[src/rtl/core_pkg.sv]
package core_pkg;

    // Default widths of the fetch and issue paths
    localparam int FETCH_WIDTH = 4;
    localparam int ISSUE_WIDTH = 2;
    localparam int IB_DEPTH    = 8;

    typedef logic [31:0] word_t;
    typedef logic [4:0]  reg_addr_t;
    typedef logic [31:0] instr_t;

    // Entries freed per cycle, sized to hold a full fetch bundle
    typedef logic [$clog2(FETCH_WIDTH + 1)-1:0] credit_t;

    typedef enum logic [2:0] {
        OP_NOP  = 3'd0,
        OP_ADD  = 3'd1,
        OP_SUB  = 3'd2,
        OP_AND  = 3'd3,
        OP_OR   = 3'd4,
        OP_XOR  = 3'd5,
        OP_ADDI = 3'd6,
        OP_RSVD = 3'd7
    } op_e;

    typedef struct packed {
        logic   valid;
        word_t  pc;
        instr_t instr;
    } fetch_slot_t;

    // Decoded lane, imm already sign-extended
    typedef struct packed {
        logic      valid;
        op_e       op;
        logic      we;
        reg_addr_t rd;
        reg_addr_t rj;
        reg_addr_t rk;
        word_t     imm;
        word_t     pc;
    } uop_t;

    typedef struct packed {
        logic      valid;
        op_e       op;
        logic      we;
        reg_addr_t rd;
        word_t     pc;
        word_t     a;
        word_t     b;
    } issue_t;

    // Result of one lane, also used as a forwarding source
    typedef struct packed {
        logic      valid;
        logic      we;
        reg_addr_t rd;
        word_t     pc;
        word_t     data;
    } result_t;

    typedef struct packed {
        logic      valid;
        logic      we;
        word_t     pc;
        reg_addr_t wnum;
        word_t     wdata;
    } commit_t;

endpackage
[src/rtl/dispatch_stage.sv]
`timescale 1ns/10ps

module dispatch_stage
    import core_pkg::*;
(
    input  logic                             clk,
    input  logic                             reset_i,
    input  uop_t      [ISSUE_WIDTH-1:0]      uop_i,
    input  result_t   [ISSUE_WIDTH-1:0]      ex_fwd_i,
    input  result_t   [ISSUE_WIDTH-1:0]      wb_i,
    output reg_addr_t [2*ISSUE_WIDTH-1:0]    rf_raddr_o,
    input  word_t     [2*ISSUE_WIDTH-1:0]    rf_rdata_i,
    output issue_t    [ISSUE_WIDTH-1:0]      issue_o
);

    issue_t [ISSUE_WIDTH-1:0] issue_d;

    function automatic logic hit(result_t r, reg_addr_t addr);
        return r.valid && r.we && (r.rd == addr);
    endfunction

    // Later matches override earlier ones, so execute lane 1 ends up highest
    function automatic word_t select_operand(reg_addr_t addr, word_t rf_val,
                                             result_t [ISSUE_WIDTH-1:0] ex_fwd,
                                             result_t [ISSUE_WIDTH-1:0] wb);
        word_t val;
        val = rf_val;
        for (int l = 0; l < ISSUE_WIDTH; l++) begin
            if (hit(wb[l], addr)) begin
                val = wb[l].data;
            end
        end
        for (int l = 0; l < ISSUE_WIDTH; l++) begin
            if (hit(ex_fwd[l], addr)) begin
                val = ex_fwd[l].data;
            end
        end
        return val;
    endfunction

    always_comb begin
        for (int l = 0; l < ISSUE_WIDTH; l++) begin
            rf_raddr_o[2*l]     = uop_i[l].rj;
            rf_raddr_o[2*l + 1] = uop_i[l].rk;

            issue_d[l].valid = uop_i[l].valid;
            issue_d[l].op    = uop_i[l].op;
            issue_d[l].we    = uop_i[l].we;
            issue_d[l].rd    = uop_i[l].rd;
            issue_d[l].pc    = uop_i[l].pc;
            issue_d[l].a     = select_operand(uop_i[l].rj, rf_rdata_i[2*l], ex_fwd_i, wb_i);
            if (uop_i[l].op == OP_ADDI) begin
                issue_d[l].b = uop_i[l].imm;
            end else begin
                issue_d[l].b = select_operand(uop_i[l].rk, rf_rdata_i[2*l + 1],
                                              ex_fwd_i, wb_i);
            end
        end
    end

    always_ff @(posedge clk) begin
        if (reset_i) begin
            for (int l = 0; l < ISSUE_WIDTH; l++) begin
                issue_o[l].valid <= 1'b0;
            end
        end else begin
            issue_o <= issue_d;
        end
    end

endmodule

[config.mk]
export PLATFORM = sky130hd
export DESIGN_NAME = dispatch_stage
export DESIGN_NICKNAME = d
export VERILOG_FILES = /design/src/rtl/core_pkg.sv /design/src/rtl/dispatch_stage.sv
export SDC_FILE = /design/constraint.sdc
export NUM_CORES = 1
export LEC_CHECK = 0
export CAP_MARGIN = 30
export CORE_AREA = 5 5 311 313
export DETAILED_ROUTE_END_ITERATION = 7
export DIE_AREA = 0 0 316 318
export DONT_BUFFER_PORTS = 1
export SLEW_MARGIN = 5
export SYNTH_ARGS = -nofsm -noshare
export SYNTH_HDL_FRONTEND = slang
export SYNTH_SLANG_ARGS = --single-unit
[constraint.sdc]
create_clock -name clk -period 15.45 [get_ports clk]
set_clock_uncertainty 0.1 [all_clocks]
set_input_delay 0.7725 -clock clk [delete_from_list [all_inputs] [get_ports clk]]
set_output_delay 0.7725 -clock clk [all_outputs]
set_load 0.01 [all_outputs]
# Word level (Yosys, flattened, before mapping)
# Cells that the tools add are included.
# word_totals
inputBits,582
reg_bits,212
out_inout_bits,232
wordCells,70
# classes
reduce_logical,20
n_eq_ne,18
n_mux,18
# op_table
operator,count
2-to-1 mux 32 bit,18
equality test 5 bit,16
logical AND 1 bit,20
"equality test 3 bit, second input constant",2

# Longest topological paths before layout
# logic_depth
word_depth,7
depth_mapped,8
depth_no_buf,5

# Worst setup path after synthesis
# Ideal clock, no wire load.
# synth_path
path_kind,input-to-reg
startpoint,input reset_i
endpoint,"register issue_o[0] in the netlist's numbering, enable pin"
slack_ps,9970
arrival_time_ps,4819
cell_stages,1
setup_ps,561
required_time_ps,14789
cell_sequence,inv_1
# synth_rtl
item,line,text
"start, declared",dispatch_stage.sv:7,"input logic reset_i,"
"end signal, assigned",dispatch_stage.sv:67,issue_o <= issue_d;
"end, declared",dispatch_stage.sv:13,output issue_t [ISSUE_WIDTH-1:0] issue_o
# No word-level cell between the ends.

==> impl_results.md <==
- Final antenna-violating net count: 0
- Hold Violations, Final: 0
- Setup CP Type: in -> reg
- PortBufs: 0
- Syn Nets: 1868
- Crit end category: register
- # resized after CTS: 0
- Biggest register: issue_o
- Tcrit/Tclk final: 21.9%
- Top cells by area, synth: edfxtp_1 (46%), a311oi_2 (6.5%), o22a_1 (4.1%)
- Largest family of logic cells by synthesized area: compound AO/OA/AOI/OAI gates
- Via count: 12800
- Die Ht: 318 um
- IO Pins: 814
- Register bit total from synthesis: 212
- RD Place Congestion: 0.811
- Slowest-stage cell, CP: or2_4
- P&R area growth vs syn: 16.1%
- HP Start: reset_i
- Initial Utilization: 14.7%
- Worst Path Buf+Inv: 1
- Largest regs: issue_o: 212 flops
- Fmax: 296 MHz
- Setup Viol. Count Final: 0
- Largest stage delay, worst path: 0.84 ns
- Hold Path End: issue_o[211]$_SDFF_PP0_
- Synth Instances: 1286
- Distinct cell type count after synthesis: 38
- Initial antenna violation count: 25
- Number of max-cap violations: 0
- CTS tree: done
- Vias in the first global route: 12600
- GR Util All Layers: 17.4%
- Xor-xnor portion of the synthesized cell area: 4.82%
- Critical path launch point type: input pin
- 1st-iter DRT viols: 1806
- CTS buffer count: 26
- Dominant cell by count in the synthesized netlist: edfxtp_1
- Max reg flops: 212
- Setup total negative slack: 0 ns
- Via density: 5.12
- Cell family with most CP delay: compound AO/OA/AOI/OAI gates
- Largest net degree at the start of global routing: 95
- Cell Pwr Density: 99.2 nW/um^2
- Final Max Slew Viols: 0
- Total die area: 100000 sq um
- Layout cells sized above 1: 14.9%
- Fin crit period: 3.38 ns
- Post-synth top area cell: edfxtp_1
- Outcome: finished, final reports clean
- Clk sinks: 212
- Total global routing overflow: 0
- Main synth FF type: edfxtp_1
- Worst-margin pin slew: 0.991 ns
- Drc violations: 0
- Post-CTS setup buffer count: 0
- Worst-case vdd ir drop: 0.0700 mV
- Layout Nets: 1779
- First-pass GRT wire length: 120000 um
- Clock-pin slew on the worst setup and hold paths: 0.06 ns
- Critical path data required time: 15.68 ns
- Simple-Gate Fraction of Synth Area: 8.84%
- Ys async rst share: 0%
- Post-Syn Area per Cell: 10.7 sq um
- Wirelength, routed: 92400 um
- Post-synthesis cell area: 13800 sq um
- CP cell instances: nand2_1 -> a2111o_2 -> buf_4 -> or2_4 -> a311oi_2 -> o21a_1
- DR pass1 iterations: 5
- Synth Warn #: 0
- RSZ-0062 raised after global routing: false
- Leak Pwr: 0.00477 uW
- Max_slew headroom: 34.0%
- Share of the yosys chip area belonging to registers: 46.0%
- Post-synth top area share: 45.7%
- Worst-path fanout max: 32
- Number of flops mapped to enable cells by yosys: 210
- Synth Area in Adders: 0%
- Clk root buf: clkbuf_16
- Worst hold stages: 1
- Hold Crit Class: in -> reg
- # hold bufs at CTS: 0
- Num rows: 113
- Synth top cells by count: edfxtp_1 (210), clkbuf_1 (103), nor2_1 (72)
- Final HPWL from detailed placement: 65600 um
- Total power: 1590 uW
- Post-synthesis mux area share: 0%
- Mean routed wirelength per cell: 37.0 um
- Arr. time, crit path: 3.61 ns
- Post-synthesis compound-gate area fraction: 34.7%
- Core area: 94000 sq um
- Die Wd: 316 um
- H-tree Lvls: 1
- CTS max path bufs: 3
-- kinds of logic after synthesis --
logic type                Yosys count
DFF                               212
and+or+nand+nor                   249
buffers and inverters             163
xor gates and xnor gates           76
AOI/OAI and AO/OA                 586
-- metrics by stage --
step / cell area, sq um / util (%) / hold slack, ns / setup slack [ns] / cells
final: 16000 / 17.1 / 0.146 / 12.07 / 2498
after global routing: 16000 / 17.0 / 0.103 / 12.07 / 2486
after CTS: 16000 / 17.0 / 0.0879 / 12.15 / 2481
after detailed placement: 15100 / 16.1 / 0.750 / 11.51 / 2434
after global placement: 15100 / 16.1 / 0.746 / 11.47 / 2434
after floorplan: 13800 / - / 0.744 / 9.97 / 1286
-- report_power, final --
group,switching [uW],internal [uW]
registers,56.6,697
logic,128,68.1
clock network,279,361
-- layout by cell type (no fill, tap or decap), drive strengths merged, types with 17 or more instances in the layout --
cell    Yosys  routed
a211oi     66      66
a21boi     64      64
a21o       64      64
a22oi      64      64
a311oi     64      64
buf        57      43
clkbuf    103      33
diode       0      17
edfxtp    210     210
nand3      66      66
nor2       72      72
nor3       66      66
o21a       64      64
o21ai      64      64
o22a       64      64
o31ai      64      64
xnor2      32      32
xor2       44      44
-- metal layers --
layer / vias up / wire (um) / global-route usage [%]
met1: 6359 / 35100 / 21.3
met4: 8 / 4080 / 6.46
met3: 277 / 11200 / 6.40
met2: 1199 / 41900 / 27.8
li1: 4949 / - / -
met5: - / 49 / 0
-- how the worst max path moves through the flow --
stage | cells past startpoint | slack, ns | from | endpoint
2_1_floorplan | 1 | 9.97 | reset_i | issue_o[0]$_DFFE_PN_
3_3_place_gp | 6 | 11.47 | wb_i[141] | issue_o[118]$_DFFE_PN_
3_5_place_dp | 6 | 11.51 | wb_i[141] | issue_o[118]$_DFFE_PN_
4_1_cts | 6 | 12.15 | wb_i[141] | issue_o[118]$_DFFE_PN_
5_1_grt | 6 | 12.07 | wb_i[141] | issue_o[118]$_DFFE_PN_
6_report | 6 | 12.07 | wb_i[141] | issue_o[118]$_DFFE_PN_
-- area by class of cell --
cell class / count / area [sq um]
fill: 10400 / 78000
multi-input combinational: 911 / 6870
sequential: 212 / 6350
tap: 1265 / 1580
clock buffer: 33 / 718
timing repair buffer: 43 / 323
clock inverter: 14 / 135
antenna: 17 / 42.5
inverter: 3 / 18.8
(Power assumes the default switching activity.)
