[src/rtl/core_pkg.sv]
package core_pkg;

    // Default widths of the fetch and issue paths
    localparam int FETCH_WIDTH = 4;
    localparam int ISSUE_WIDTH = 2;
    localparam int IB_DEPTH    = 8;

    typedef logic [31:0] word_t;
    typedef logic [4:0]  reg_addr_t;
    typedef logic [31:0] instr_t;

    // Entries freed per cycle, sized to hold a full fetch bundle
    typedef logic [$clog2(FETCH_WIDTH + 1)-1:0] credit_t;

    typedef enum logic [2:0] {
        OP_NOP  = 3'd0,
        OP_ADD  = 3'd1,
        OP_SUB  = 3'd2,
        OP_AND  = 3'd3,
        OP_OR   = 3'd4,
        OP_XOR  = 3'd5,
        OP_ADDI = 3'd6,
        OP_RSVD = 3'd7
    } op_e;

    typedef struct packed {
        logic   valid;
        word_t  pc;
        instr_t instr;
    } fetch_slot_t;

    // Decoded lane, imm already sign-extended
    typedef struct packed {
        logic      valid;
        op_e       op;
        logic      we;
        reg_addr_t rd;
        reg_addr_t rj;
        reg_addr_t rk;
        word_t     imm;
        word_t     pc;
    } uop_t;

    typedef struct packed {
        logic      valid;
        op_e       op;
        logic      we;
        reg_addr_t rd;
        word_t     pc;
        word_t     a;
        word_t     b;
    } issue_t;

    // Result of one lane, also used as a forwarding source
    typedef struct packed {
        logic      valid;
        logic      we;
        reg_addr_t rd;
        word_t     pc;
        word_t     data;
    } result_t;

    typedef struct packed {
        logic      valid;
        logic      we;
        word_t     pc;
        reg_addr_t wnum;
        word_t     wdata;
    } commit_t;

endpackage
[src/rtl/instr_buffer.sv]
`timescale 1ns/10ps

module instr_buffer
    import core_pkg::*;
#(
    parameter int FETCH_WIDTH = core_pkg::FETCH_WIDTH,
    parameter int IB_DEPTH    = core_pkg::IB_DEPTH
) (
    input  logic                                 clk,
    input  logic                                 reset_i,
    input  fetch_slot_t [FETCH_WIDTH-1:0]        fetch_i,
    input  logic        [1:0]                    accept_i,
    output fetch_slot_t [ISSUE_WIDTH-1:0]        head_o,
    output logic        [$clog2(IB_DEPTH+1)-1:0] count_o,
    output credit_t                              credit_o
);

    localparam int PTR_W = $clog2(IB_DEPTH);
    localparam int CNT_W = $clog2(IB_DEPTH + 1);

    typedef logic [PTR_W-1:0] ptr_t;
    typedef logic [CNT_W-1:0] cnt_t;

    fetch_slot_t slot_mem [IB_DEPTH];
    ptr_t        head_q;
    ptr_t        tail_q;
    cnt_t        count_q;
    cnt_t        fetch_cnt;

    // Pointer advance with wrap, step never exceeds the depth
    function automatic ptr_t ptr_add(ptr_t base, int unsigned step);
        int unsigned sum;
        sum = int'(base) + step;
        if (sum >= IB_DEPTH) begin
            sum = sum - IB_DEPTH;
        end
        return ptr_t'(sum);
    endfunction

    // Valid slots form a prefix, so the last valid index gives the count
    always_comb begin
        fetch_cnt = '0;
        for (int i = 0; i < FETCH_WIDTH; i++) begin
            if (fetch_i[i].valid) begin
                fetch_cnt = cnt_t'(i + 1);
            end
        end
    end

    always_ff @(posedge clk) begin
        for (int i = 0; i < FETCH_WIDTH; i++) begin
            if (fetch_i[i].valid) begin
                slot_mem[ptr_add(tail_q, i)] <= fetch_i[i];
            end
        end
    end

    always_ff @(posedge clk) begin
        if (reset_i) begin
            head_q  <= '0;
            tail_q  <= '0;
            count_q <= '0;
        end else begin
            head_q  <= ptr_add(head_q, accept_i);
            tail_q  <= ptr_add(tail_q, fetch_cnt);
            count_q <= count_q + fetch_cnt - cnt_t'(accept_i);
        end
    end

    // Oldest entries, valid only while occupied
    always_comb begin
        for (int k = 0; k < ISSUE_WIDTH; k++) begin
            head_o[k]       = slot_mem[ptr_add(head_q, k)];
            head_o[k].valid = (count_q > k);
        end
    end

    assign count_o  = count_q;
    assign credit_o = credit_t'(accept_i);

endmodule

[config.mk]
export PLATFORM = sky130hd
export DESIGN_NAME = instr_buffer
export DESIGN_NICKNAME = d
export VERILOG_FILES = /design/src/rtl/core_pkg.sv /design/src/rtl/instr_buffer.sv
export SDC_FILE = /design/constraint.sdc
export NUM_CORES = 2
export LEC_CHECK = 0
export ABC_AREA = 1
export BUFFER_PORTS_ARGS = -buffer_cell sky130_fd_sc_hd__buf_4
export CORE_AREA = 4 4 386 312
export DETAILED_ROUTE_END_ITERATION = 8
export DIE_AREA = 0 0 390 316
export GPL_ROUTABILITY_DRIVEN = 0
export GPL_TIMING_DRIVEN = 0
export PLACE_DENSITY_LB_ADDON = 0.1
export REMOVE_ABC_BUFFERS = 1
export SETUP_SLACK_MARGIN = 0.1
export SYNTH_ARGS = -nofsm -noshare
export SYNTH_HDL_FRONTEND = slang
export SYNTH_SLANG_ARGS = --single-unit
[constraint.sdc]
create_clock -name clk -period 4.99 [get_ports clk]
set_clock_uncertainty 0.2 [all_clocks]
set_input_delay 0.2495 -clock clk [delete_from_list [all_inputs] [get_ports clk]]
set_output_delay 0.2495 -clock clk [all_outputs]
set_load 0.05 [all_outputs]
Word level (Yosys, flattened, before mapping)
Memory sizes are Yosys's and may differ from the RTL's.
Index checks and enable logic that the tools add are counted.
{"block": "totals", "reg_bits": 10, "ram_bits": 520, "in_bits": 264, "out_inout_bits": 137, "wordCells": 54, "n_memories": 1}
{"name": "slot_mem", "words": 8, "width": 65, "rd": 2, "rd_clocked_by_memory_dff": 0, "wr": 4, "line_no": "instr_buffer.sv:24", "rtl": "fetch_slot_t slot_mem [IB_DEPTH];"}
{"block": "classes", "n_addsub": 16, "n_lt_le_gt_ge": 10, "n_mux": 24}
{"cell": "two-way mux 3 bit", "count": 12}
{"cell": "subtractor 3 x 1 -> 3 bit (second input constant)", "count": 8}
{"cell": ">= comparator 4 bit (second input constant)", "count": 5}
{"cell": "two-way mux 4 bit", "count": 3}
{"cell": "two-way mux 1 bit", "count": 9}
{"cell": "adder 3 x 1 -> 4 bit (second input constant)", "count": 2}
{"cell": "adder 3 x 2 -> 4 bit (second input constant)", "count": 2}
{"cell": ">= comparator 3 x 4 -> 1 bit (second input constant)", "count": 2}
{"cell": "greater-than comparator 4 x 1 -> 1 bit (second input constant)", "count": 2}
{"cell": "adder 3 x 4 -> 5 bit", "count": 1}
{"cell": ">= comparator 5 x 4 -> 1 bit (second input constant)", "count": 1}
{"cell": "adder 3 x 2 -> 4 bit", "count": 1}
{"cell": "adder 4 bit", "count": 1}
{"cell": "subtractor 4 x 2 -> 4 bit", "count": 1}

Logic depth before layout (Yosys ltp)
{"block": "depth", "depth_word": 7, "mapped_depth": 14, "depth_no_buf": 12}

Least setup slack after synthesis
No wires, ideal clock.
{"block": "synth_timing", "path_kind": "reg-to-reg", "startpoint": "register tail_q[0]", "endpoint": "memory slot_mem[2][0] in the netlist's numbering, enable pin", "setup_time_ps": 984, "arrival_time_ps": 3462, "required_ps": 3806, "setup_slack_ps": 344, "stages_incl_launch_ff": 12, "n_path_buf": 4, "synth_period_minus_slack_ps": 4646, "cell_sequence": "dfxtp_1 > buf_4 > inv_2 > ha_1 > inv_1 > buf_2 > nand2_1 > nor2_1 > buf_2 > buf_2 > inv_1 > nand4_1"}
{"element": "start, declared", "line_no": "instr_buffer.sv:26", "rtl": "ptr_t tail_q;"}
{"element": "start signal, assigned", "line_no": "instr_buffer.sv:65", "rtl": "tail_q <= ptr_add(tail_q, fetch_cnt);"}
{"element": "end, declared", "line_no": "instr_buffer.sv:24"}

==> flow_metrics.tcl <==
set metrics [dict create \
    hold_class "primary input to register" \
    final_layout_size_suffix_gt1_share_pct 10.2 \
    path_max_fanout 34 \
    reg2reg_slack_ns 0.02 \
    cp-end-kind "register" \
    hold_viol_final 0 \
    ys_types 31 \
    drc 0 \
    synth_mux_area_share_pct 0 \
    grt_pass1_wl_um 337000 \
    p_total_w 0.0238 \
    wl_per_cell_um 26.0 \
    seq_area_um2 15600 \
    max_freq_mhz 201 \
    clk_path_buf_depth 3 \
    rsz0062_at_grt "true" \
    portBuffers 399 \
    dpl.hpwl_um 136000 \
    cts_max_level 3 \
    report.final.slew_viol_count 0 \
    yosys.area.top_type "edfxtp_1" \
    synth_top_family_by_area "simple AND/OR/NAND/NOR gates" \
    reg2reg_from "tail_q[0]" \
    critPathArrivalTime_ns 5.10 \
    critPathLaunchType "register" \
    coreArea_um2 116000 \
    dpl-instance-area_um2 51700 \
    antenna_left 0 \
    cp.required_ns 5.11 \
    yosysWarnings 0 \
    status "completed" \
    synth-seq-cells 522 \
    pin_count 401 \
    pre_cts_ws_ns -1.80 \
    area_delta_synth_final_pct 27.7 \
    synth_most_common_cell "nand2_1" \
    die_h_um 316 \
    reg2reg_to "slot_mem[7][31]" \
    max_cap_viol_count 0 \
    avgViaCountPerCell 5.97 \
    design_area_um2 59100 \
    synth-seq-area-share_pct 33.7 \
    detail_route.first_pass.iterations 8 \
    avgSynthCellArea_um2 6.35 \
    critical_path_class "register to register" \
    synthAdderAreaFrac_pct 0.444 \
    root_buffer "clkbuf_16" \
    grt_pass1_vias 50900 \
    synth_top_area_share_pct 33.2 \
    clock_sinks 522 \
    tightest_slew_ns 1.17 \
    nNetsFinal 7895 \
    finalCritPeriodShare_pct 99.6 \
    drt_iter0_markers 8093 \
    yosys.area_share.simple_pct 37.5 \
    multi_input_area_um2 25000 \
    synth-compound-area-share_pct 15.3 \
    critical_path.endpoint "slot_mem[7][31]" \
    vias 55100 \
    drt_wl_total_um 240000 \
    clock_latency_ns 0.66 \
    cts_tree "done" \
    timing.final.ws_setup_ns 0.0187 \
    final_util_pct 50.8 \
    critPathLaunch "tail_q[0]" \
    synth_xor_xnor_area_share_pct 0.114 \
    postSynth.asyncResetShare_pct 0 \
    rr_worst_depth 15 \
    rows 112 \
    synthTopCellsByArea "edfxtp_1, nand2_1, nand4_1, nand3_1, o21ai_0" \
    finalSetupViolCount 0 \
    yosys_most_used_dff "edfxtp_1" \
    syn_inst 7286 \
    grt_max_degree 283 \
    ir_worst_vdd_mv 0.260 \
    min_period_ns 4.97 \
    pwr_density_cell_nw_per_um2 402 \
    fillerInstances 11300 \
    clk_pin_slew_ns 0.06 \
    cts_buffers 69 \
    p_leak_nw 25.9 \
    grt-ovfl-total 0 \
    dieWidth_um 390 \
    antenna_found_initial 27 \
    worst_slew_margin_rel_pct 21.8 \
    synth_edf_count 512 \
    synth_area_um2 46200 \
    groute.usage.overall_pct 36.5 \
    die_area_um2 123000 \
    synth.top_cells.by_count "nand2_1, nand3_1, inv_1" \
    initial_utilization_pct 39.8 \
]
-- sequential cells by signal, summed over array words and instances (netlist names) --
signal / flops
slot_mem: 512
head_q: 3
count_o: 4
tail_q: 3
-- per-stage QoR --
step	hold WS (ns)	std cells	TNS (ns)
floorplan	0.116	6448	-
global placement	0.310	8386	-
detailed placement	0.306	8580	-637.13
CTS	0.0108	9186	0
global route	0.0995	9213	0
finish	0.0705	9227	0
-- per-layer routing --
layer  share of wire [%]  track usage, %
met4                 5.4            17.0
met3                  13            7.79
met2                  44            58.5
met1                  38            47.1
met5               0.038               0
-- what timing repair did --
item                                    in CTS  in global routing
endpoints found under the hold margin      522                  0
resized for setup                            5                  4
pin swaps                                   11                  4
cloned                                       8                  8
endpoints found under the setup margin     855                123
setup buffers                               18                  9
hold buffers                               462                  0
-- logic make-up after synthesis --
| group | count (synthesis) |
|---|---|
| flops | 522 |
| xor+xnor | 6 |
| compound gates | 1284 |
| simple gates | 4043 |
| buf+inv | 1416 |
| fa+ha+maj | 14 |
| other cells | 1 |
-- cell type report --
class | instances | area share (%)
clock buffer | 88 | 3.17
tap | 1539 | 3.26
multi-input combinational | 5354 | 42.4
sequential | 522 | 26.4
clock inverter | 30 | 0.394
inverter | 578 | 3.79
antenna | 24 | 0.102
timing repair buffer | 1092 | 20.5
-- report_power, final --
part           leakage [nW]  internal (W)  switching, W
Combinational          20.0       0.00401       0.00850
Sequential             4.88       0.00603      0.000333
Clock                  1.03       0.00279       0.00208
-- worst min-delay path by stage --
stage	startpoint	endpoint	slack [ns]	cells past startpoint
final	fetch_i[64]	slot_mem[4][37]	0.07	4
after global routing	fetch_i[64]	slot_mem[4][26]	0.1	4
after CTS	fetch_i[64]	slot_mem[4][37]	0.01	4
after detailed placement	reset_i	head_q[1]	0.31	2
after global placement	reset_i	head_q[1]	0.31	2
after floorplan	reset_i	count_o[1]	0.12	1
-- cells in the final DEF (no fill, tap or decap), types with 6 or more instances in the layout --
| cell | instances |
|---|---|
| clkinv_1 | 8 |
| a21oi_1 | 386 |
| o21ai_0 | 470 |
| nand4_1 | 527 |
| nand2_1 | 2344 |
| buf_8 | 80 |
| nor2_1 | 524 |
| dfxtp_1 | 6 |
| nand3_4 | 19 |
| o21a_1 | 128 |
| clkinv_2 | 13 |
| nand3_1 | 619 |
| nor2_4 | 6 |
| dlygate4sd3_1 | 462 |
| edfxtp_1 | 512 |
| o211ai_1 | 128 |
| inv_1 | 562 |
| buf_4 | 423 |
| buf_12 | 44 |
| buf_16 | 69 |
| inv_2 | 6 |
| diode_2 | 24 |
| o21ai_1 | 171 |
| clkbuf_1 | 14 |
| ha_1 | 8 |
| clkbuf_16 | 77 |
-- worst max-delay path: stages (launching register included) --
cell and delay [ns]:
dfxtp_4 0.52, buf_12 0.29, inv_2 0.18, ha_4 0.32
buf_16 0.22, buf_16 0.22, inv_8 0.27, buf_16 0.30
buf_16 0.30, nand3_4 0.17, buf_16 0.25, nand2_1 0.11
bufinv_8 0.32, nand3_4 0.17, buf_16 0.28, buf_16 0.26
No activity file was read; power rests on OpenSTA's default activity.
