`src/rtl/core_pkg.sv`:
```
package core_pkg;

    // Default widths of the fetch and issue paths
    localparam int FETCH_WIDTH = 4;
    localparam int ISSUE_WIDTH = 2;
    localparam int IB_DEPTH    = 8;

    typedef logic [31:0] word_t;
    typedef logic [4:0]  reg_addr_t;
    typedef logic [31:0] instr_t;

    // Entries freed per cycle, sized to hold a full fetch bundle
    typedef logic [$clog2(FETCH_WIDTH + 1)-1:0] credit_t;

    typedef enum logic [2:0] {
        OP_NOP  = 3'd0,
        OP_ADD  = 3'd1,
        OP_SUB  = 3'd2,
        OP_AND  = 3'd3,
        OP_OR   = 3'd4,
        OP_XOR  = 3'd5,
        OP_ADDI = 3'd6,
        OP_RSVD = 3'd7
    } op_e;

    typedef struct packed {
        logic   valid;
        word_t  pc;
        instr_t instr;
    } fetch_slot_t;

    // Decoded lane, imm already sign-extended
    typedef struct packed {
        logic      valid;
        op_e       op;
        logic      we;
        reg_addr_t rd;
        reg_addr_t rj;
        reg_addr_t rk;
        word_t     imm;
        word_t     pc;
    } uop_t;

    typedef struct packed {
        logic      valid;
        op_e       op;
        logic      we;
        reg_addr_t rd;
        word_t     pc;
        word_t     a;
        word_t     b;
    } issue_t;

    // Result of one lane, also used as a forwarding source
    typedef struct packed {
        logic      valid;
        logic      we;
        reg_addr_t rd;
        word_t     pc;
        word_t     data;
    } result_t;

    typedef struct packed {
        logic      valid;
        logic      we;
        word_t     pc;
        reg_addr_t wnum;
        word_t     wdata;
    } commit_t;

endpackage
```
`src/rtl/decode_issue.sv`:
```
`timescale 1ns/10ps

module decode_issue
    import core_pkg::*;
#(
    parameter int IB_DEPTH = core_pkg::IB_DEPTH
) (
    input  fetch_slot_t [ISSUE_WIDTH-1:0]        head_i,
    input  logic        [$clog2(IB_DEPTH+1)-1:0] count_i,
    output uop_t        [ISSUE_WIDTH-1:0]        uop_o,
    output logic        [1:0]                    accept_o
);

    uop_t [ISSUE_WIDTH-1:0] dec;
    logic                   lane0_present;
    logic                   lane1_present;
    logic                   raw_hazard;
    logic                   pair;

    function automatic uop_t decode(fetch_slot_t slot);
        uop_t u;
        u.valid = 1'b0;
        u.op    = op_e'(slot.instr[31:29]);
        // Reserved opcode behaves as NOP
        if (u.op == OP_RSVD) begin
            u.op = OP_NOP;
        end
        u.rd  = slot.instr[28:24];
        u.rj  = slot.instr[23:19];
        u.rk  = slot.instr[18:14];
        u.imm = {{20{slot.instr[11]}}, slot.instr[11:0]};
        u.pc  = slot.pc;
        u.we  = (u.op != OP_NOP) && (u.rd != '0);
        return u;
    endfunction

    always_comb begin
        for (int l = 0; l < ISSUE_WIDTH; l++) begin
            dec[l] = decode(head_i[l]);
        end

        lane0_present = head_i[0].valid;
        lane1_present = head_i[1].valid && (count_i >= 2);

        // Lane 1 must not read what lane 0 writes; ADDI has no rk source
        raw_hazard = dec[0].we &&
                     (((dec[1].op != OP_NOP) && (dec[1].rj == dec[0].rd)) ||
                      ((dec[1].op != OP_NOP) && (dec[1].op != OP_ADDI) &&
                       (dec[1].rk == dec[0].rd)));
        pair = lane0_present && lane1_present && !raw_hazard;

        uop_o          = dec;
        uop_o[0].valid = lane0_present;
        uop_o[0].we    = dec[0].we && lane0_present;
        uop_o[1].valid = pair;
        uop_o[1].we    = dec[1].we && pair;

        accept_o = pair ? 2'd2 : (lane0_present ? 2'd1 : 2'd0);
    end

endmodule

```
`config.mk`:
```
export PLATFORM = sky130hd
export DESIGN_NAME = decode_issue
export DESIGN_NICKNAME = d
export VERILOG_FILES = /design/src/rtl/core_pkg.sv /design/src/rtl/decode_issue.sv
export SDC_FILE = /design/constraint.sdc
export NUM_CORES = 1
export LEC_CHECK = 0
export ABC_AREA = 0
export BUFFER_PORTS_ARGS = -buffer_cell sky130_fd_sc_hd__buf_2
export CAP_MARGIN = 40
export CORE_AREA = 8 8 111 113
export DETAILED_ROUTE_END_ITERATION = 8
export DIE_AREA = 0 0 119 121
export PLACE_DENSITY = 0.6
export SLEW_MARGIN = 20
export SYNTH_ARGS = -nofsm -noshare
export SYNTH_HDL_FRONTEND = slang
export SYNTH_SLANG_ARGS = --single-unit
```
`constraint.sdc`:
```
create_clock -name vclk -period 1.5
set_input_delay 0.3 -clock vclk [all_inputs]
set_output_delay 0.3 -clock vclk [all_outputs]
set_load 0.005 [all_outputs]
```
Word level (Yosys, flattened, before mapping)
Cells that the tools add are included.

storage, ports and cells
  word-level logic and storage cells = 27
  output and inout bits = 170
  register bits after elaboration = 0

operators by class
  order comparisons = 1
  reductions and logical operators = 17
  eq/ne operators = 5
  muxes and demuxes = 4

operator list
  cell                                                                                  count
  1-bit logical AND                                                                     11
  5-bit equality test                                                                   2
  5-bit nonzero test                                                                    2
  3-bit equality test (second input constant)                                           2
  3-bit 2-to-1 mux                                                                      2
  3-bit nonzero test                                                                    2
  4-bit by 2-bit greater-or-equal comparator with 1-bit output (second input constant)  1
  3-bit inequality test (second input constant)                                         1
  2-bit 2-to-1 mux                                                                      1
  1-bit logical NOT                                                                     1
  1-bit logical OR                                                                      1
  1-bit 2-to-1 mux                                                                      1

Longest topological paths before layout
Gate-level depths: netlist of the first run.

  word-level depth = 10
  mapped depth = 5
  gate-level depth less buffers = 4

Worst setup path before layout of the first run
Ideal clock, no wire load.

  path type = input to output
  from = in head_i[94] in the netlist's numbering
  to = out accept_o[1]
  setup slack = 39 ps
  stages on the path = 5
  arrival time = 1161 ps
  path buffers = 1
  data required time = 1200 ps
  path through = nor3_2 nor4_1 a22o_2 a21oi_1 buf_4

between the ends
  cells in the longest elaborated chain, start to end = 10
  elaborated cells between the ends (all ways) = 12

RTL lines
  what                                                         line                                    text
  from (decl)                                                  decode_issue.sv:8                       input fetch_slot_t [ISSUE_WIDTH-1:0] head_i,
  3-bit equality test                                          decode_issue.sv:25                      if (u.op == OP_RSVD) begin
  3-bit 2-to-1 mux *                                           decode_issue.sv:25
  3-bit inequality test or 3-bit nonzero test (tied branches)  decode_issue.sv:48, decode_issue.sv:47
  1-bit logical AND (2 in series)                              decode_issue.sv:48                      ((dec[1].op != OP_NOP) && (dec[1].op != OP_ADDI) &&
  1-bit logical OR *                                           decode_issue.sv:47                      (((dec[1].op != OP_NOP) && (dec[1].rj == dec[0].rd)) ||
  1-bit logical AND *                                          decode_issue.sv:46                      raw_hazard = dec[0].we &&
  1-bit logical NOT *                                          decode_issue.sv:50                      pair = lane0_present && lane1_present && !raw_hazard;
  1-bit logical AND *                                          decode_issue.sv:50
  named net pair                                               decode_issue.sv:18                      logic pair;
  2-bit 2-to-1 mux *                                           decode_issue.sv:58                      accept_o = pair ? 2'd2 : (lane0_present ? 2'd1 : 2'd0);
  to (decl)                                                    decode_issue.sv:11                      output logic [1:0] accept_o

The timed path passes the listed nets; every way through them passes the cells marked *.

Worst setup path in the final report of the first run
  from = in head_i[81] in the netlist's numbering
  to = out accept_o[0]

between the ends
  cells in the longest elaborated chain, start to end = 7

RTL lines
  what                 line                text
  5-bit equality test  decode_issue.sv:49  (dec[1].rk == dec[0].rd)));
  1-bit logical AND    decode_issue.sv:48
  1-bit logical OR     decode_issue.sv:47
  1-bit logical AND    decode_issue.sv:46
  1-bit logical NOT    decode_issue.sv:50
  1-bit logical AND    decode_issue.sv:50
  2-bit 2-to-1 mux     decode_issue.sv:58

No other way between the ends.

==> results.md, run 1 <==
* Global placement routability congestion at 0.811
* Distinct cells, synth at 15
* All-Layer GR Usage at 4.27%
* Final net count at 244
* First-pass GRT wire length at 4860 um
* Crit-path cells: buf_8, xor2_4, a2111oi_4, a22o_2, a31o_1, buf_2
* Slew Limit Fails at 0
* Required @ worst endpoint at 1.20 ns
* Synth Instances at 197
* Drt initial violations at 20
* Reg area at 0 um^2
* Most frequent cells in the layout: buf_2 (55), buf_4 (10), xor2_1 (9)
* Initial Utilization at 13.9%
* Placeable Area at 0.0106 mm^2
* Ys Warns at 0
* Pwr Density at 259 mW/mm^2
* Post-CTS Hold Fix Bufs at 0
* Peak Freq at 612 MHz
* Total Routed Length at 3740 um
* Syn Area/Cell at 7.49 um^2
* Endpoint class of the critical path: primary output
* Syn_nets at 331
* Crit path DAT at 1.34 ns
* Via Count at 739
* Area delta synth->final at -30.6%
* Hold path start: head_i[122]
* CLK BUF at 0
* Cell row count at 38
* Worst Hold Class: in2out
* Critical path type: in2out
* Via-per-instance ratio at 2.98
* Worst hold path depth at 0
* Synthesized area at 0.00148 mm^2
* Total iterations of the first detailed-routing run at 3
* CP max stage cell: a2111oi_4
* Critical path buffers and inverters at 2
* CP top delay family: compound AO/OA/AOI/OAI gates
* Remaining Overflow, GRT at 0
* Commonest non-fill, non-tap cell in the layout: buf_2
* Largest net degree at the start of global routing at 22
* HPWL Detailed at 3210 um
* Max-cap viol count at 0
* Yosys top cell by area: buf_4
* Max stage delay on crit path at 0.28 ns
* RSZ-0062 raised after global routing: yes
* DRC viols at 0
* Post-Place Worst Slack at -0.208 ns
* Vias in the first global route at 794
* Failing checks: negative setup slack
* Startpoint type of the worst setup path: input pin
* Die area at 0.0144 mm^2
* Antenna diodes at 0
* Die X-Extent at 119 um
* Final design utilization at 9.66%
* Leak at 0.450 nW
* Status: complete, but fails checks
* Fin. Hold Viols at 0
* Wire per inst at 15.1 um
* Worst slew margin at 75.8%
* Top Ports at 304
* Setup Viol. Count Final at 4
* Dominant cells by area after synthesis: buf_4 (82%), xor2_1 (5.9%), a21boi_0 (3.1%)
* DRT antenna net count at 0
* Seq Cell Count at 0
* Die height at 121 um
* Critical-path maximum fanout at 3
* Share of layout cells above drive strength 1 at 82.4%
* Fin crit share at 109%
* Seq/Total Area, Yosys at 0%
* Initial antenna violation count at 0
* Final Worst Setup Slack at -0.135 ns
* Yosys top cell area share at 81.9%
* Min cycle time layout at 1.64 ns
* Worst-Margin Slew at 0.357 ns
* Maximum VDD drop at 0.0633 mV
* Number of port buffers at 63
* Hold path endpoint: uop_o[109]
[per-stage QoR]
step                      instance area (um^2)  power [mW]  hold slack [ns]  TNS (ns)  std cells
after floorplan                           1480       0.402            0.676         0        197
after global placement                     826       0.201            0.600    -0.745        248
after detailed placement                   826       0.204            0.600    -0.846        248
after CTS                                  951       0.244            0.600    -0.461        247
after global routing                      1020       0.289            0.600    -0.666        248
final                                     1020       0.266            0.600    -0.463        248
[timing repair]
action	4_1_cts	5_1_grt
gates resized for setup	31	13
endpoints found under the setup margin	5	5
buffers inserted	0	1
pin swaps	12	4
[logic make-up after synthesis]
family / share of synthesized area (%)
and+or+nand+nor: 5.25
xor gates and xnor gates: 5.93
buffers and inverters: 81.9
AOI/OAI and AO/OA: 6.95
[layout make-up]
| type | count | area, um^2 |
|---|---|---|
| fillers | 1216 | 9580 |
| multi-input cells | 36 | 408 |
| well taps | 140 | 175 |
| repair buffers | 72 | 442 |
[cells in the mapped netlist]
| cell type | number |
|---|---|
| a2111oi_2 | 1 |
| a21boi_0 | 6 |
| a21oi_1 | 3 |
| a22o_2 | 1 |
| a31o_1 | 1 |
| and2_1 | 2 |
| and3_1 | 1 |
| buf_4 | 161 |
| nor2_1 | 2 |
| nor3_1 | 4 |
| nor3_2 | 1 |
| nor4_1 | 1 |
| o311ai_1 | 1 |
| or4_1 | 2 |
| xor2_1 | 10 |
[where the power goes]
| part | switching, mW | total (mW) | internal (mW) |
|---|---|---|---|
| Combinational | 0.125 | 0.266 | 0.141 |
| Sequential | 0 | 0 | 0 |
| Clock | 0 | 0 | 0 |
| Total | 0.125 | 0.266 | 0.141 |
[layer usage]
metal,vias up,global-route usage (%),wire [um]
met5,-,0,0
met4,0,6.32,454
met2,81,7.76,1880
met3,55,2.70,639
li1,286,-,-
met1,317,2.10,773
[worst max-delay path by stage]
stage | end | from | cells past startpoint | slack [ns]
after floorplan | accept_o[1] | head_i[94] | 5 | 0.04
final | accept_o[0] | head_i[81] | 6 | -0.14
after global placement | accept_o[0] | head_i[27] | 6 | -0.19
after global routing | uop_o[163] | count_i[3] | 5 | -0.19
after detailed placement | uop_o[167] | head_i[94] | 6 | -0.21
after CTS | uop_o[163] | head_i[93] | 6 | -0.12
No activity file was read; power rests on OpenSTA's default activity.
==> run 2: changes to the inputs <==
--- a/config.mk
+++ b/config.mk
@@ -5,12 +5,13 @@
 export SDC_FILE = /design/constraint.sdc
 export NUM_CORES = 1
 export LEC_CHECK = 0
-export ABC_AREA = 0
+export ABC_AREA = 1
 export BUFFER_PORTS_ARGS = -buffer_cell sky130_fd_sc_hd__buf_2
 export CAP_MARGIN = 40
-export CORE_AREA = 8 8 111 113
+export CORE_AREA = 8 8 112 114
 export DETAILED_ROUTE_END_ITERATION = 8
-export DIE_AREA = 0 0 119 121
+export DIE_AREA = 0 0 120 122
+export MAX_ROUTING_LAYER = met4
 export PLACE_DENSITY = 0.6
 export SLEW_MARGIN = 20
 export SYNTH_ARGS = -nofsm -noshare
==> run 2 against run 1 <==
The flow still finishes with violations (negative setup slack). Total power fell by 13%. Design area shrank 5.5%. Die area up 1.7%. Cell count is 13% higher. Core utilization fell by 0.61 points. Sequential cell count stayed put. First-iteration DRC count increased by 35%. Sequential share of layout area stayed put. Non-clock buffer count fell by 4. Fmax rose by 8.1%. Worst hold slack unchanged. Largest power group unchanged. Highest routed layer unchanged.
==> results.md, run 2 <==
* Antenna diodes at 0 (unchanged)
* Layout Cells excl Fill at 281 (+13%)
* Leak at 0.525 nW (+17%)
* Yosys top cell by area: buf_4
* Worst slew margin at 75.1% (-0.68 points)
* Distinct cells, synth at 22 (+7)
* Die area at 0.0146 mm^2 (+1.7%)
* DP Cell Count at 279 (+13%)
* Final Worst Setup Slack at -0.0129 ns (+0.122 ns)
* Failing checks: negative setup slack
* Worst-Margin Slew at 0.368 ns (+0.0110 ns)
* Worst Hold Class: in2out
* Dominant cells by area after synthesis: buf_4 (78%), nand2_1 (5.1%), inv_1 (3.6%)
* Vias in the first global route at 814 (+2.5%)
* Die height at 122 um (+0.83%)
* Via Count at 841 (+14%)
* Placed Area at 862 um^2 (+4.4%)
* Status: complete, but fails checks
* CLK BUF at 0 (unchanged)
* Most frequent cells in the layout: buf_2 (50), nand2_1 (20), inv_1 (10)
* Syn Area/Cell at 6.66 um^2 (-11%)
* Final net count at 277 (+14%)
* Critical path type: in2out
* Syn_nets at 368 (+11%)
* First-pass GRT wire length at 5130 um (+5.7%)
* Fin. Hold Viols at 0 (unchanged)
* Seq Cell Count at 0 (unchanged)
* Number of port buffers at 63 (unchanged)
* Drt initial violations at 27 (+35%)
* Maximum VDD drop at 0.0586 mV (-7.4%)
* Startpoint type of the worst setup path: input pin
* Area delta synth->final at -37.8%
* RSZ-0062 raised after global routing: yes
* Fin crit share at 101% (-8.2 points)
* Placeable Area at 0.0107 mm^2 (+0.90%)
* Initial Utilization at 14.6% (+0.64 points)
* Required @ worst endpoint at 1.20 ns (about the same)
* Global placement routability congestion at 0.779 (-4.0%)
* Share of layout cells above drive strength 1 at 61.0% (-21 points)
* Synthesized area at 0.00156 mm^2 (+5.5%)
* Initial antenna violation count at 0 (unchanged)
* Peak Freq at 661 MHz (+8.1%)
* All-Layer GR Usage at 4.54% (+0.27 points)
* Hold slack at 0.600 ns (unchanged)
* Critical-path maximum fanout at 5 (+2)
* Post-CTS Hold Fix Bufs at 0 (unchanged)
* Min cycle time layout at 1.51 ns (-0.122 ns)
* Synth Instances at 234 (+19%)
* Remaining Overflow, GRT at 0 (unchanged)
* Top Ports at 304 (unchanged)
* HPWL Detailed at 3350 um (+4.4%)
* Slew Limit Fails at 0 (unchanged)
* Via-per-instance ratio at 2.99 (+0.44%)
* Total iterations of the first detailed-routing run at 4 (+1)
* Endpoint class of the critical path: primary output
* Yosys top cell area share at 77.6% (-4.3 points)
* Wire per inst at 13.5 um (-11%)
* Total Routed Length at 3790 um (+1.3%)
* Seq/Total Area, Yosys at 0% (unchanged)
* Commonest non-fill, non-tap cell in the layout: buf_2
* Pwr Density at 239 mW/mm^2 (-7.8%)
* DRT antenna net count at 0 (unchanged)
* Crit path DAT at 1.21 ns (-0.13 ns)
* Largest net degree at the start of global routing at 22 (unchanged)
* Ys Warns at 0 (unchanged)
* Commonest cells in the netlist: buf_4 (161), nand2_1 (21), inv_1 (15)
* DRC viols at 0 (unchanged)
* Post-route cell area at 968 um^2 (-5.5%)
* Cell with the most instances after synthesis: buf_4
* Setup Viol. Count Final at 1 (-3)
* Reg area at 0 um^2 (unchanged)
* Setup_tns at -0.0129 ns (+0.450 ns)
* Die X-Extent at 120 um (+0.84%)
* Max-cap viol count at 0 (unchanged)
* Cell row count at 38 (unchanged)
==> run 2: final timing paths <==
kind                         from          to  slack, ns  cells past startpoint
worst max-delay path   head_i[25]  uop_o[163]      -0.01                     10
worst min-delay path  head_i[114]  uop_o[101]       0.60                      0
==> run 2: critical path, stage by stage <==
cell and delay [ns]:
buf_2 0.13, nor2_1 0.10, nor2_1 0.05, nor2_1 0.09, nand4_1 0.11, nand2_1 0.09
nand2_2 0.07, nand2_2 0.09, nor2_2 0.04, buf_2 0.13
==> run 2: cell families (layout without fill, tap and decap cells) <==
| group | count (synthesis) | count (layout) | synth area share [%] |
|---|---|---|---|
| buf+inv | 179 | 86 | 81.9 |
| simple gates | 38 | 38 | 10.4 |
| compound gates | 13 | 13 | 5.38 |
| xor+xnor | 4 | 4 | 2.25 |
==> run 2: stage by stage <==
| step | setup slack (ns) | total power [mW] | util [%] |
|---|---|---|---|
| 2_1_floorplan | 0.237 | 0.414 | - |
| 3_3_place_gp | -0.0761 | 0.199 | 8.06 |
| 3_5_place_dp | -0.0943 | 0.200 | 8.06 |
| 4_1_cts | -0.0375 | 0.219 | 8.60 |
| 5_1_grt | -0.0941 | 0.262 | 9.05 |
| 6_report | -0.0129 | 0.231 | 9.05 |
==> run 2: routing by layer <==
| metal | global-route usage, % | part of all wire, % |
|---|---|---|
| met3 | 4.12 | 26 |
| met2 | 7.79 | 45 |
| met1 | 2.21 | 19 |
| met5 | - | 0 |
| met4 | 4.68 | 10 |
==> run 2: repair_timing <==
| item | in CTS | in global routing |
|---|---|---|
| resized for setup | 17 | 15 |
| pin swaps | 4 | 13 |
| buffers inserted | 0 | 2 |
| setup endpoints to repair | 4 | 4 |
| gates cloned | 0 | 0 |
==> run 2: power breakdown <==
part           switching (mW)  total [mW]  internal [mW]  leakage [nW]
Clock                       0           0              0             0
Combinational           0.108       0.231          0.124         0.525
Sequential                  0           0              0             0
==> run 2: final cells by class <==
class / instances / area (um^2)
Timing Repair Buffer: 68 / 423
Multi-Input combinational cell: 55 / 300
Tap cell: 140 / 175
Fill cell: 1264 / 9730
Inverter: 18 / 70.1
